## src/rtl/elev_pkg.sv

```systemverilog
package elev_pkg;

    // ************************************************************
    // building limits and phase lengths in ticks
    // ************************************************************
    localparam int MIN_FLOOR    = 1;
    localparam int MAX_FLOOR    = 32;
    localparam int FLOOR_BITS   = 6;
    localparam int START_FLOOR  = 1;
    localparam int DOOR_TICKS   = 1;   // open or close motion
    localparam int DWELL_TICKS  = 3;
    localparam int TRAVEL_TICKS = 2;   // one floor
    localparam int TIMER_BITS   = 8;

    typedef logic [FLOOR_BITS-1:0]      floor_t;
    typedef logic [MAX_FLOOR:MIN_FLOOR] floor_map_t;  // bit n is floor n

    // call opcode
    typedef enum logic [1:0] {
        CALL_HALL_UP = 2'd0,
        CALL_HALL_DN = 2'd1,
        CALL_CAR     = 2'd2
    } call_kind_e;

    typedef struct packed {
        call_kind_e kind;
        floor_t     floor;
    } call_req_t;

    typedef struct packed {
        floor_map_t hall_up;
        floor_map_t hall_dn;
        floor_map_t car;
    } call_maps_t;

    typedef enum logic [2:0] {
        ST_IDLE       = 3'd0,
        ST_DOOR_OPEN  = 3'd1,
        ST_DWELL      = 3'd2,
        ST_DOOR_CLOSE = 3'd3,
        ST_MOVE_UP    = 3'd4,
        ST_MOVE_DN    = 3'd5,
        ST_EMG        = 3'd6
    } car_state_e;

    typedef enum logic [1:0] {
        DIR_UP   = 2'd0,
        DIR_STOP = 2'd1,
        DIR_DN   = 2'd2
    } dir_e;

    // scheduler summary, recomputed every cycle
    typedef struct packed {
        logic any_above;
        logic any_below;
        logic stop_here;
        logic nearest_up;   // upper call nearer or tied
        logic clr_up;
        logic clr_dn;
    } sched_t;

endpackage

```

## src/rtl/call_register.sv

```systemverilog
`timescale 1ns/1ps

module call_register import elev_pkg::*; (
    input  logic       CLK,
    input  logic       RST_N,
    input  logic       call_valid,
    input  call_req_t  call,
    input  logic       open_enter,
    input  floor_t     cur_floor,
    input  sched_t     sched,
    output call_maps_t call_maps
);

    logic       in_range;
    call_maps_t set_maps;
    call_maps_t clr_maps;

    // floors 0 and 33..63 fall outside the building
    assign in_range = (call.floor >= MIN_FLOOR) && (call.floor <= MAX_FLOOR);

    // ************************************************************
    // decode new call, pick served bits
    // ************************************************************
    always_comb begin
        set_maps = '0;
        clr_maps = '0;
        for (int f = MIN_FLOOR; f <= MAX_FLOOR; f++) begin
            if (call_valid && in_range && (call.floor == f)) begin
                case (call.kind)
                    CALL_HALL_UP: set_maps.hall_up[f] = 1'b1;
                    CALL_HALL_DN: set_maps.hall_dn[f] = 1'b1;
                    CALL_CAR:     set_maps.car[f]     = 1'b1;
                    default:      set_maps            = '0;  // unused opcode
                endcase
            end
            // door starts opening here, so this floor is served
            if (open_enter && (cur_floor == f)) begin
                clr_maps.car[f]     = 1'b1;
                clr_maps.hall_up[f] = sched.clr_up;
                clr_maps.hall_dn[f] = sched.clr_dn;
            end
        end
    end

    // a call landing on the floor being opened is served at once
    always_ff @(posedge CLK or negedge RST_N) begin
        if (!RST_N) begin
            call_maps <= '0;
        end else begin
            call_maps <= (call_maps | set_maps) & ~clr_maps;
        end
    end

    // ************************************************************
    // checks
    // ************************************************************

    // any bit that turns on came from an in-range call one cycle back
    a_new_bit_from_valid_call : assert property (
        @(posedge CLK) disable iff (!RST_N)
        ((call_maps & ~$past(call_maps)) != '0) |-> $past(call_valid && in_range)
    );

endmodule

```

## src/rtl/hall_scheduler.sv

```systemverilog
`timescale 1ns/1ps

module hall_scheduler import elev_pkg::*; (
    input  call_maps_t call_maps,
    input  floor_t     cur_floor,
    input  dir_e       cur_dir,
    output sched_t     sched
);

    floor_map_t busy;          // any kind of call per floor
    logic       any_above;
    logic       any_below;
    floor_t     near_above;
    floor_t     near_below;
    floor_t     dist_up;
    floor_t     dist_dn;
    logic       nearest_up;
    logic       up_here;
    logic       dn_here;
    logic       car_here;
    logic       any_here;
    logic       stop_here;
    logic       clr_up;
    logic       clr_dn;

    assign busy = call_maps.hall_up | call_maps.hall_dn | call_maps.car;

    // ************************************************************
    // scan for nearest call on each side
    // ************************************************************
    always_comb begin
        any_above  = 1'b0;
        any_below  = 1'b0;
        near_above = cur_floor;
        near_below = cur_floor;
        for (int f = MIN_FLOOR; f <= MAX_FLOOR; f++) begin
            if (busy[f]) begin
                if ((f > cur_floor) && !any_above) begin   // first hit going up
                    near_above = floor_t'(f);
                    any_above  = 1'b1;
                end
                if (f < cur_floor) begin                   // last hit is closest
                    near_below = floor_t'(f);
                    any_below  = 1'b1;
                end
            end
        end
    end

    assign dist_up    = near_above - cur_floor;
    assign dist_dn    = cur_floor - near_below;
    assign nearest_up = any_above && (!any_below || (dist_up <= dist_dn));

    // calls at the current floor
    assign up_here  = call_maps.hall_up[cur_floor];
    assign dn_here  = call_maps.hall_dn[cur_floor];
    assign car_here = call_maps.car[cur_floor];
    assign any_here = up_here || dn_here || car_here;

    // hall calls count only in travel direction, unless this is the turn point
    assign stop_here = car_here
                    || (up_here && (cur_dir != DIR_DN))
                    || (dn_here && (cur_dir != DIR_UP))
                    || ((cur_dir == DIR_UP) && any_here && !any_above)
                    || ((cur_dir == DIR_DN) && any_here && !any_below);

    // ************************************************************
    // which hall call(s) the door opening serves
    // ************************************************************
    always_comb begin
        clr_up = up_here;
        clr_dn = dn_here;
        if (up_here && dn_here) begin
            case (cur_dir)
                DIR_UP: begin
                    clr_dn = !any_above;       // turn point takes both
                end
                DIR_DN: begin
                    clr_up = !any_below;
                end
                default: begin
                    if (any_above && !any_below) begin
                        clr_dn = 1'b0;
                    end else if (!any_above && any_below) begin
                        clr_up = 1'b0;
                    end else if (any_above && any_below) begin
                        // strictly nearer side, tie goes down
                        clr_up = (dist_up < dist_dn);
                        clr_dn = !(dist_up < dist_dn);
                    end
                end
            endcase
        end
    end

    assign sched = '{
        any_above:  any_above,
        any_below:  any_below,
        stop_here:  stop_here,
        nearest_up: nearest_up,
        clr_up:     clr_up,
        clr_dn:     clr_dn
    };

endmodule

```

## src/rtl/car_fsm.sv

```systemverilog
`timescale 1ns/1ps

module car_fsm import elev_pkg::*; (
    input  logic   CLK,
    input  logic   RST_N,
    input  logic   tick,
    input  logic   btn_open,
    input  logic   btn_close,
    input  logic   emg_stop,
    input  sched_t sched,
    output floor_t cur_floor,
    output dir_e   cur_dir,
    output logic   open_enter,
    output logic   motor_up,
    output logic   motor_dn,
    output logic   door_open,
    output logic   door_close,
    output dir_e   report_dir
);

    car_state_e            state;
    car_state_e            next_state;
    car_state_e            saved_state;    // state cut off by emergency
    dir_e                  next_dir;
    logic [TIMER_BITS-1:0] timer;
    logic [TIMER_BITS-1:0] saved_timer;
    logic [TIMER_BITS-1:0] load_value;
    logic                  load_timer;
    logic                  resume_pending;
    logic                  close_req;
    logic                  door_done;
    logic                  dwell_done;
    logic                  travel_done;

    // phase ends on the tick that completes its count
    assign door_done   = tick && (timer >= TIMER_BITS'(DOOR_TICKS - 1));
    assign dwell_done  = tick && (timer >= TIMER_BITS'(DWELL_TICKS - 1));
    assign travel_done = tick && (timer >= TIMER_BITS'(TRAVEL_TICKS - 1));

    // ************************************************************
    // next state
    // ************************************************************
    always_comb begin
        next_state = state;
        next_dir   = cur_dir;
        load_timer = 1'b0;
        load_value = '0;
        case (state)
            ST_IDLE: begin
                if (resume_pending) begin
                    next_state = saved_state;
                    if (saved_state == ST_MOVE_UP) begin
                        next_dir = DIR_UP;
                    end else if (saved_state == ST_MOVE_DN) begin
                        next_dir = DIR_DN;
                    end
                    // door motions restart, dwell and travel carry on
                    if (saved_state inside {ST_DWELL, ST_MOVE_UP, ST_MOVE_DN}) begin
                        load_timer = 1'b1;
                        load_value = saved_timer;
                    end
                end else if (sched.stop_here) begin
                    next_state = ST_DOOR_OPEN;
                end else if (cur_dir == DIR_UP) begin
                    if (sched.any_above) begin
                        next_state = ST_MOVE_UP;
                    end else if (sched.any_below) begin
                        next_state = ST_MOVE_DN;   // reverse
                        next_dir   = DIR_DN;
                    end else begin
                        next_dir   = DIR_STOP;
                    end
                end else if (cur_dir == DIR_DN) begin
                    if (sched.any_below) begin
                        next_state = ST_MOVE_DN;
                    end else if (sched.any_above) begin
                        next_state = ST_MOVE_UP;
                        next_dir   = DIR_UP;
                    end else begin
                        next_dir   = DIR_STOP;
                    end
                end else if (sched.nearest_up) begin  // at rest, tie goes up
                    next_state = ST_MOVE_UP;
                    next_dir   = DIR_UP;
                end else if (sched.any_below) begin
                    next_state = ST_MOVE_DN;
                    next_dir   = DIR_DN;
                end
            end
            ST_DOOR_OPEN: begin
                if (door_done) begin
                    next_state = (close_req || btn_close) ? ST_DOOR_CLOSE : ST_DWELL;
                end
            end
            ST_DWELL: begin
                if (btn_open) begin
                    next_state = ST_DWELL;        // held open
                end else if (btn_close || close_req || dwell_done) begin
                    next_state = ST_DOOR_CLOSE;
                end
            end
            ST_DOOR_CLOSE: begin
                if (btn_open) begin
                    next_state = ST_DOOR_OPEN;    // reopen
                end else if (door_done) begin
                    next_state = ST_IDLE;
                end
            end
            ST_MOVE_UP, ST_MOVE_DN: begin
                if (travel_done) begin
                    next_state = ST_IDLE;
                end
            end
            default: begin
                next_state = ST_IDLE;             // emergency released
                next_dir   = DIR_STOP;
            end
        endcase
        if (emg_stop) begin
            next_state = ST_EMG;
            next_dir   = DIR_STOP;
            load_timer = 1'b0;
        end
    end

    assign open_enter = (next_state == ST_DOOR_OPEN) && (state != ST_DOOR_OPEN);

    // ************************************************************
    // state, timer, floor, latches
    // ************************************************************
    always_ff @(posedge CLK or negedge RST_N) begin
        if (!RST_N) begin
            state          <= ST_IDLE;
            cur_dir        <= DIR_STOP;
            cur_floor      <= floor_t'(START_FLOOR);
            timer          <= '0;
            resume_pending <= 1'b0;
            close_req      <= 1'b0;
        end else begin
            state   <= next_state;
            cur_dir <= next_dir;

            if (next_state != state) begin
                timer <= load_timer ? load_value : '0;
            end else if (state inside {ST_DOOR_OPEN, ST_DOOR_CLOSE, ST_MOVE_UP, ST_MOVE_DN}) begin
                timer <= tick ? timer + 1'b1 : timer;
            end else if (state == ST_DWELL) begin
                timer <= btn_open ? '0 : (tick ? timer + 1'b1 : timer);
            end else begin
                timer <= '0;
            end

            // floor changes when the move completes
            if (state == ST_MOVE_UP && next_state == ST_IDLE && cur_floor < MAX_FLOOR) begin
                cur_floor <= cur_floor + 1'b1;
            end
            if (state == ST_MOVE_DN && next_state == ST_IDLE && cur_floor > MIN_FLOOR) begin
                cur_floor <= cur_floor - 1'b1;
            end

            if (emg_stop) begin
                resume_pending <= 1'b0;
            end else if (state == ST_EMG) begin
                resume_pending <= (saved_state != ST_IDLE);
            end else if (state == ST_IDLE) begin
                resume_pending <= 1'b0;            // consumed this cycle
            end

            if (emg_stop || next_state == ST_DOOR_CLOSE) begin
                close_req <= 1'b0;
            end else if (state == ST_DOOR_OPEN || state == ST_DWELL) begin
                if (btn_open) begin
                    close_req <= 1'b0;
                end else if (btn_close) begin
                    close_req <= 1'b1;
                end
            end
        end
    end

    // snapshot on emergency entry
    always_ff @(posedge CLK) begin
        if (next_state == ST_EMG && state != ST_EMG) begin
            saved_state <= state;
            saved_timer <= timer;
        end
    end

    // ************************************************************
    // drives from state
    // ************************************************************
    assign motor_up   = (state == ST_MOVE_UP);
    assign motor_dn   = (state == ST_MOVE_DN);
    assign door_open  = (state == ST_DOOR_OPEN) || (state == ST_DWELL);
    assign door_close = (state == ST_DOOR_CLOSE);

    always_comb begin
        case (state)
            ST_MOVE_UP: report_dir = DIR_UP;
            ST_MOVE_DN: report_dir = DIR_DN;
            default:    report_dir = DIR_STOP;
        endcase
    end

    // no direct reversal, motors pass through idle
    a_motor_excl : assert property (
        @(posedge CLK) disable iff (!RST_N)
        !(motor_up && motor_dn) && !(motor_up && $past(motor_dn))
            && !(motor_dn && $past(motor_up))
    );

    // door fully settled one cycle before any travel
    a_motor_door : assert property (
        @(posedge CLK) disable iff (!RST_N)
        (motor_up || motor_dn) |-> !(door_open || door_close)
            && !$past(door_open || door_close)
    );

    a_floor_range : assert property (
        @(posedge CLK) disable iff (!RST_N)
        (cur_floor >= MIN_FLOOR) && (cur_floor <= MAX_FLOOR)
    );

endmodule

```

## src/rtl/elevator_top.sv

```systemverilog
`timescale 1ns/1ps

module elevator_top import elev_pkg::*; (
    input  logic      CLK,
    input  logic      RST_N,
    input  logic      tick,
    input  logic      call_valid,
    input  call_req_t call,
    input  logic      btn_open,
    input  logic      btn_close,
    input  logic      emg_stop,
    output logic      motor_up,
    output logic      motor_dn,
    output logic      door_open,
    output logic      door_close,
    output floor_t    cur_floor,
    output dir_e      report_dir
);

    call_maps_t call_maps;
    sched_t     sched;
    dir_e       cur_dir;
    logic       open_enter;

    // ************************************************************
    // call bookkeeping
    // ************************************************************
    call_register u_call_register (
        .CLK        (CLK),
        .RST_N      (RST_N),
        .call_valid (call_valid),
        .call       (call),
        .open_enter (open_enter),
        .cur_floor  (cur_floor),
        .sched      (sched),
        .call_maps  (call_maps)
    );

    hall_scheduler u_hall_scheduler (
        .call_maps (call_maps),
        .cur_floor (cur_floor),
        .cur_dir   (cur_dir),
        .sched     (sched)
    );

    // ************************************************************
    // car control
    // ************************************************************
    car_fsm u_car_fsm (
        .CLK        (CLK),
        .RST_N      (RST_N),
        .tick       (tick),
        .btn_open   (btn_open),
        .btn_close  (btn_close),
        .emg_stop   (emg_stop),
        .sched      (sched),
        .cur_floor  (cur_floor),
        .cur_dir    (cur_dir),
        .open_enter (open_enter),
        .motor_up   (motor_up),
        .motor_dn   (motor_dn),
        .door_open  (door_open),
        .door_close (door_close),
        .report_dir (report_dir)
    );

endmodule

```

## config.mk

```make
export PLATFORM = sky130hd
export DESIGN_NAME = elevator_top
export DESIGN_NICKNAME = d
export VERILOG_FILES = /design/src/rtl/elev_pkg.sv /design/src/rtl/call_register.sv /design/src/rtl/hall_scheduler.sv /design/src/rtl/car_fsm.sv /design/src/rtl/elevator_top.sv
export SDC_FILE = /design/constraint.sdc
export NUM_CORES = 1
export LEC_CHECK = 0
export ABC_AREA = 1
export BUFFER_PORTS_ARGS = -buffer_cell sky130_fd_sc_hd__clkbuf_2
export CAP_MARGIN = 20
export CORE_ASPECT_RATIO = 0.6
export CORE_MARGIN = 8
export CORE_UTILIZATION = 60
export DETAILED_ROUTE_END_ITERATION = 8
export HOLD_SLACK_MARGIN = 0.05
export PLACE_DENSITY = 0.83
export SYNTH_ARGS = -nofsm -noshare
export SYNTH_HDL_FRONTEND = slang
export SYNTH_SLANG_ARGS = --single-unit
```

## constraint.sdc

```tcl
create_clock -name CLK -period 14 [get_ports CLK]
set_clock_uncertainty 0.2 [all_clocks]
set_input_delay 0.7 -clock CLK [delete_from_list [all_inputs] [get_ports CLK]]
set_output_delay 0.7 -clock CLK [all_outputs]
set_load 0.005 [all_outputs]
```

==> summary.md, run 1 <==
| Metric | Value |
|---|---|
| Status | completed |
| TritonRoute pass-1 iters | 7 |
| Fill cells | approximately 1500 |
| RSZ-0062 raised after global routing | no |
| Routed WL | between 30 and 40 mm |
| Compound-Gate Fraction of Synth Area | 0.2051 |
| Top cell type's share of synthesized area | 0.2805 |
| Share of cells above drive strength 1 | 0.09236 |
| Dpl cell area | between 10000 and 15000 um^2 |
| Syn Inst Count | about 1500 |
| Core Box Area | roughly 17000 um^2 |
| Post-CTS setup buffers | 0 |
| Avg Vias per Cell | slightly above 6 |
| Setup WS pre-CTS | ~5.1 ns |
| Pin count of the biggest net entering global routing | 79 |
| Post-synthesis register bit count | ~130 |
| Worst-skew pair later-pin latency | about 0.45 ns |
| Synth Area in Simple Gates | 0.3073 |
| Congestion Overflow GR | 0 |
| Relative slew slack | 0.3746 |
| Fraction of registers with async set/reset | 0.9141 |
| Worst Setup End Kind | flop |
| Reg-to-reg endpoint | u_call_register.call_maps[68] |
| Max Fclk | around 110 MHz |
| Final period utilization | 0.6597 |
| WL/cell | around 20 um |
| Pins Over Slew Limit | 0 |
| Critical path origin | u_car_fsm.cur_floor[1] |
| Adder-cell share of the synthesized area | 0.03317 |
| TritonCTS clock tree | yes |
| Largest family of logic cells by synthesized area | simple AND/OR/NAND/NOR gates |
| R2R Path Start | u_car_fsm.cur_floor[1] |
| # DRC | 0 |
| Top cells by area, synth | dfrtp_1, inv_1, nand2_1 |
| Initial drt markers | around 1600 |
| Setup violations, final | 0 |
| Antenna-violating nets left | 0 |
| Post-DP HPWL | ~27 mm |
| Crit start category | flop |
| Antenna fix cells | 0 |
| Global Route Usage Sum | 0.3447 |
| CP max-delay cell | dfrtp_1 |
| Setup TNS Final | 0 ns |
| Fraction of the yosys area taken by sequential cells | 0.3178 |
| Tightest Hold Check Type | in -> async |
| Row Count | 37 |
| Worst Tran Pin Value | 0.9346 ns |
| Die area | roughly 22000 um^2 |
| Post-CTS sizing | 0 |
| YS warnings | 0 |
| Pleak | about 5.5 nW |
| R2R depth | 47 |
| Largest stage delay, worst path | ~0.90 ns |
| Die width | 184.8 um |
| Port-buffer cells | 26 |
| P per Cell Area | 221.0 nW/um^2 |
| Final min period | roughly 9 ns |
| Max Cap Viol | 0 |
| CP max FO | 24 |
| Synth Area in XOR/XNOR | 0.01280 |
| Total CTS buffers | 17 |
| Cell Area, Synth | between 10000 and 15000 um^2 |
| Placer Congestion | between 1 and 1.5 |
| Vias in the first global route | roughly 10000 |
| Number of flops mapped to enable cells by yosys | 11 |
| Nets | 1598 |
| Initial antenna violation count | 0 |
| Die height | 117.3 um |
| Worst setup margin | approximately 4.8 ns |
| Area growth syn-to-layout | 8.951% |
| Synth area leader | dfrtp_1 |
| Worst Path Required | about 14 ns |
| # hold bufs at CTS | 0 |
| Maximum VDD drop | 0.2370 mV |
| Num ports | 27 |
| Ys flop type | dfrtp_1 |
| Flop-to-flop setup slack | 4.76 ns |
| First-pass GRT wire length | roughly 57 mm |
| Critical path class | reg -> reg |
| Mux cell area share after synthesis | 0 |
| Root Buffer | clkbuf_16 |
| Fin area | roughly 11000 um^2 |
| Vias | approximately 11000 |
| Starting Density | 0.6055 |
| Clock sink count | about 130 |
| Setup crit end | u_call_register.call_maps[68] |
| Clk buf depth | 2 |
| Maximum level of the CTS H-tree | 4 |
| Synthesized area per cell | 6.641 um^2 |
| Unique cell type count in the Yosys netlist | 55 |
| Clk pin slew, worst setup/hold paths | 0.06 ns |
| CP Data Arrival Time | 9.36 ns |
| Syn_nets | 1586 |
| Final Hold Fails | 0 |
-- worst min-delay path by stage --
stage                                   from                            end  depth (start not counted)
detailed placement  u_car_fsm.saved_timer[0]             u_car_fsm.timer[0]                          2
global route                           RST_N  u_call_register.call_maps[24]                          1
global placement    u_car_fsm.saved_timer[1]             u_car_fsm.timer[1]                          2
floorplan                              RST_N   u_call_register.call_maps[0]                          0
finish                                 RST_N  u_call_register.call_maps[56]                          1
CTS                                    RST_N  u_call_register.call_maps[24]                          1
-- per-layer routing --
metal  global-route usage  part of all wire  vias up
met3               0.1477              0.17       76
met2               0.4605              0.38      825
met1               0.4845              0.43     5080
li1                     -                 -     5095
met4               0.1120             0.024        2
met5              0.04225            0.0023        -
-- cell usage in the layout (no fill, tap or decap), drive strengths merged, types with 3 or more instances in the layout --
cell      n
a311oi    3
ha       24
o21ai   130
nand2   266
inv     283
nand3b    3
nor4      9
a31oi     8
o21bai   18
o211ai   20
o22ai    13
nor3     67
dfrtp   115
clkbuf   43
nor2    244
clkinv    7
edfxtp   11
xor2     13
a21oi   116
a211oi    5
o31ai     5
nand4    26
bufinv    3
nand3    71
buf      10
a21o      3
o21a     29
-- cell usage after synthesis (3+ instances only) --
cell      instances
nand3_2          17
buf_4             4
nor2_2           19
nand3b_1          3
inv_1           266
a31oi_1           8
o21ai_1          11
o31ai_1           5
nand4_1          18
nor2_1          218
nor2_4            5
o211ai_1         18
o21a_1           29
nor4_1            9
nand3_1          54
nand2_2           4
dfrtp_1         115
ha_1             24
a311oi_1          3
nand4_2           8
a21o_1            3
xor2_1           13
o21ai_0         119
nand2_1         261
o21bai_1         18
a21oi_1         116
o22ai_1          13
inv_2            12
clkbuf_1         31
a211oi_1          5
edfxtp_1         11
nor3_1           67
buf_6             5
-- cell families (layout without fill, tap and decap cells) --
group | after synthesis | count (layout)
adder cells (fa/ha/maj) | 26 | 26
flip-flops | 128 | 128
AND/OR/NAND/NOR | 691 | 691
buffers and inverters | 323 | 348
AO/OA/AOI/OAI | 362 | 362
XOR/XNOR | 15 | 15
-- cell type report --
| class | count | area, um^2 | area share |
|---|---|---|---|
| clock buffer | 17 | 425.4 | 0.03806 |
| clock inverter | 15 | 182.7 | 0.01634 |
| inverter | 280 | 1054 | 0.09425 |
| multi-input combinational | 1094 | 5736 | 0.5131 |
| sequential | 128 | 3261 | 0.2917 |
| tap | 234 | 292.8 | 0.02619 |
| timing repair buffer | 36 | 227.7 | 0.02037 |
-- where the power goes --
group / internal, mW / total, mW / switching (mW)
logic: 0.530 / 1.54 / 1.01
registers: 0.412 / 0.461 / 0.0497
clock network: 0.282 / 0.472 / 0.190
total: 1.22 / 2.47 / 1.25
-- critical path: cells and delay by family, from the launching register on --
kind	cells	cell delay (ns)
XOR/XNOR	1	0.15
buffers and inverters	5	0.99
flip-flops	1	0.90
AND/OR/NAND/NOR	30	4.68
AO/OA/AOI/OAI	7	0.76
adder cells (fa/ha/maj)	4	1.36
-- state kept, by name, summed over array words and instances, names as in the netlist --
signal / flops
u_call_register.call_maps: 96
u_car_fsm.saved_timer: 8
u_car_fsm.timer: 8
u_car_fsm.cur_floor: 6
u_car_fsm.saved_state: 3
u_car_fsm.state: 3
u_car_fsm.cur_dir: 2
u_car_fsm.close_req: 1
u_car_fsm.resume_pending: 1
-- metrics by stage --
stage	cells	power (mW)	hold WS (ns)	utilization
floorplan	1545	1.610	0.2044	-
global placement	1770	1.918	0.2279	0.6218
detailed placement	1770	1.943	0.2363	0.6218
CTS	1802	2.421	0.06582	0.6577
global route	1804	2.668	0.08603	0.6597
finish	1804	2.471	0.05058	0.6597
Power figures use the tool's default switching activity.
==> run 2: changes to the inputs <==
--- a/config.mk
+++ b/config.mk
@@ -5,7 +5,7 @@
 export SDC_FILE = /design/constraint.sdc
 export NUM_CORES = 1
 export LEC_CHECK = 0
-export ABC_AREA = 1
+export ABC_AREA = 0
 export BUFFER_PORTS_ARGS = -buffer_cell sky130_fd_sc_hd__clkbuf_2
 export CAP_MARGIN = 20
 export CORE_ASPECT_RATIO = 0.6
==> constraint.sdc (replaced) <==
create_clock -name CLK -period 9.45 [get_ports CLK]
set_clock_uncertainty 0.2 [all_clocks]
set_input_delay 0.4725 -clock CLK [delete_from_list [all_inputs] [get_ports CLK]]
set_output_delay 0.4725 -clock CLK [all_outputs]
set_load 0.005 [all_outputs]
==> run 2 against run 1 <==
Critical path depth down 19. Cell area down 6.5%. Clock power increased by 29%. Power rose by 34%. Final cell count fell by 21%. Fmax is 9.2% higher. Routed wire length is 0.89% lower. Hold slack improved by 0.11 ns. Worst setup slack worse by 3.8 ns. Highest routed layer unchanged.
==> summary.md, run 2 <==
| Metric | Value |
|---|---|
| Status | completed |
| Pleak | 4.386 nW (-20%) |
| Fin cells | 1423 (-21%) |
| Setup TNS Final | 0 ns (unchanged) |
| Pins Over Slew Limit | 0 (unchanged) |
| Congestion Overflow GR | 0 (unchanged) |
| Fin area | 10450 um^2 (-6.5%) |
| Initial antenna violation count | 1 (+1) |
| Area growth syn-to-layout | 8.568% |
| Ys flop type | dfrtp_1 |
| Largest Register | u_call_register.call_maps |
| Post-CTS setup buffers | 0 (unchanged) |
| Fill cells | 1377 (-10%) |
| Root Buffer | clkbuf_16 |
| Tightest Hold Check Type | in -> reg |
| Share of cells above drive strength 1 | 0.09555 (+0.003195) |
| Clock sink count | 128 (unchanged) |
| Vias | 10503 (-5.2%) |
| CP Data Arrival Time | 8.54 ns (-0.82 ns) |
| Vias in the first global route | 9630 (-5.4%) |
| R2R Path Start | u_car_fsm.cur_floor[2] |
| Worst Setup End Kind | flop |
| First-pass GRT wire length | 56.13 mm (-0.87%) |
| Die area | 20480 um^2 (-5.5%) |
| Setup violations, final | 0 (unchanged) |
| Post-DP HPWL | 25.65 mm (-5.8%) |
| Antenna-violating nets left | 0 (unchanged) |
| Max FFs per register | 96 (unchanged) |
| Final min period | 8.458 ns (-0.7782 ns) |
| Die width | 179.5 um (-2.9%) |
| Initial drt markers | 2085 (+32%) |
| Post-synthesis register bit count | 128 (unchanged) |
| RSZ-0062 raised after global routing | no |
| Clk buf depth | 2 (unchanged) |
| Worst Path Required | 9.54 ns (-4.58 ns) |
| Max Cap Viol | 0 (unchanged) |
| Cell Area, Synth | 9623 um^2 (-6.2%) |
| YS warnings | 0 (unchanged) |
| Final core utilization | 0.6552 (-0.004515) |
| WL/cell | 25.24 um (+26%) |
| Commonest cells post-synth | a21oi_1, nor2_1, dfrtp_1 |
| Cell with the most instances after synthesis | a21oi_1 |
| Total CTS buffers | 17 (unchanged) |
| Top cells by area, synth | dfrtp_1, a21oi_1, nor2_1 |
| Die height | 114.1 um (-2.7%) |
| Max Fclk | 118.2 MHz (+9.2%) |
| Critical path origin | u_car_fsm.cur_floor[2] |
| Synth area leader | dfrtp_1 |
| Final Hold Fails | 0 (unchanged) |
| Top cell type's share of synthesized area | 0.2991 (+0.01856) |
| Nets | 1242 (-22%) |
| TritonCTS clock tree | yes |
| Maximum level of the CTS H-tree | 4 (unchanged) |
| Biggest regs | u_call_register.call_maps (96), u_car_fsm.saved_timer (8), u_car_fsm.timer (8) |
| Reg-to-reg endpoint | u_call_register.call_maps[36] |
| # DRC | 0 (unchanged) |
| Synthesized area per cell | 8.039 um^2 (+21%) |
| TritonRoute pass-1 iters | 7 (unchanged) |
| Core Box Area | 15950 um^2 (-5.9%) |
| Worst-skew pair later-pin latency | 0.43 ns (-0.02 ns) |
| Flop-to-flop setup slack | 0.99 ns (-3.77 ns) |
| Row Count | 36 (-2.7%) |
| Pin count of the biggest net entering global routing | 66 (-16%) |
| Antenna fix cells | 0 (unchanged) |
| Relative slew slack | 0.2054 (-0.1692) |
| P per Cell Area | 316.5 nW/um^2 (+43%) |
| Crit start category | flop |
| Routed WL | 35.92 mm (-0.89%) |
| Number of flops mapped to enable cells by yosys | 11 (unchanged) |
| Global Route Usage Sum | 0.3466 (+0.001980) |
| Port-buffer cells | 26 (unchanged) |
| CP max-delay cell | nor2b_1 |
| Commonest non-fill, non-tap cell in the layout | a21oi_1 |
| Placer Congestion | 1.104 (+1.9%) |
| Dpl cell area | 9916 um^2 (-5.9%) |
| Critical path class | reg -> reg |
| CP max FO | 33 (+38%) |
| Syn Inst Count | 1197 (-23%) |
| Most frequent cells in the layout | a21oi_1, nor2_1, dfrtp_1 |
| Avg Vias per Cell | 7.381 (+20%) |
| Num ports | 27 (unchanged) |
| Clk pin slew, worst setup/hold paths | 0.06 ns (about the same) |
| R2R depth | 28 (-40%) |
| Largest stage delay, worst path | 0.77 ns (-0.13 ns) |
| Placed insts | 1390 (-21%) |
| Fraction of the yosys area taken by sequential cells | 0.3388 (+0.02103) |
| Unique cell type count in the Yosys netlist | 86 (+56%) |
| Syn_nets | 1238 (-22%) |
| Maximum VDD drop | 0.1939 mV (-18%) |
| Starting Density | 0.6035 (-0.002024) |
| Setup crit end | u_call_register.call_maps[36] |
| Final period utilization | 0.8950 (+0.2353) |
| Worst Tran Pin Value | 1.192 ns (+0.2573 ns) |
| Fraction of registers with async set/reset | 0.9141 (unchanged) |
run 2: layout make-up:
| class | count | area, um^2 | area share |
|---|---|---|---|
| multi-input cells | 977 | 5979 | 0.5723 |
| flip-flops and latches | 128 | 3261 | 0.3121 |
| clock buffers | 19 | 432.9 | 0.04144 |
| repair buffers | 52 | 330.3 | 0.03162 |
| well taps | 209 | 261.5 | 0.02503 |
| inverters | 25 | 93.84 | 0.008982 |
| clock inverters | 13 | 88.84 | 0.008503 |
run 2: worst min-delay path by stage:
stage	end	cells after the start	startpoint	slack, ns
6_report	u_car_fsm.resume_pending	2	emg_stop	0.17
5_1_grt	u_car_fsm.cur_dir[1]	2	emg_stop	0.17
4_1_cts	u_car_fsm.resume_pending	2	emg_stop	0.15
3_5_place_dp	u_car_fsm.timer[5]	2	u_car_fsm.saved_timer[5]	0.25
3_3_place_gp	u_car_fsm.timer[0]	2	u_car_fsm.saved_timer[0]	0.23
2_1_floorplan	u_call_register.call_maps[0]	0	RST_N	-0.02
run 2: metal layers:
metal  track usage  part of all wire  vias to the layer above
met4        0.1100             0.028                        5
met3        0.1350              0.18                      132
li1              -                 -                     4503
met1        0.5007              0.41                     4872
met5             0            0.0015                        -
met2        0.4613              0.38                      991
run 2: kinds of logic (layout without fill, tap and decap cells):
logic type,count (synthesis),after routing,synth area share
adder cells (fa/ha/maj),26,26,0.03537
flip-flops,128,128,0.3388
buffers and inverters,92,109,0.04187
AO/OA/AOI/OAI,491,491,0.3063
multiplexers,42,42,0.05149
XOR/XNOR,21,21,0.01911
AND/OR/NAND/NOR,397,397,0.2070
run 2: what timing repair did:
item | CTS | global route
hold buffers | 1 | 0
resized for setup | 0 | 0
endpoints found under the hold margin | 51 | 0
run 2: per-stage QoR:
step	worst slack, ns	power [mW]	hold slack, ns
after floorplan	1.270	2.067	-0.02309
after global placement	1.529	2.581	0.2303
after detailed placement	1.342	2.585	0.2450
after CTS	1.250	3.198	0.1468
after global routing	0.5850	3.479	0.1743
final	0.9924	3.307	0.1656
run 2: where the power goes:
part	internal (mW)	switching [mW]	total, mW
sequential	0.625	0.0965	0.721
combinational	0.729	1.25	1.98
clock	0.334	0.275	0.609
run 2: worst max-delay path: cells and delay by family, from the launching register on:
family | cells | cell delay, ns
XOR/XNOR | 1 | 0.09
AO/OA/AOI/OAI | 12 | 2.65
buffers and inverters | 3 | 0.95
adder cells (fa/ha/maj) | 3 | 0.89
flip-flops | 1 | 0.66
AND/OR/NAND/NOR | 9 | 2.84
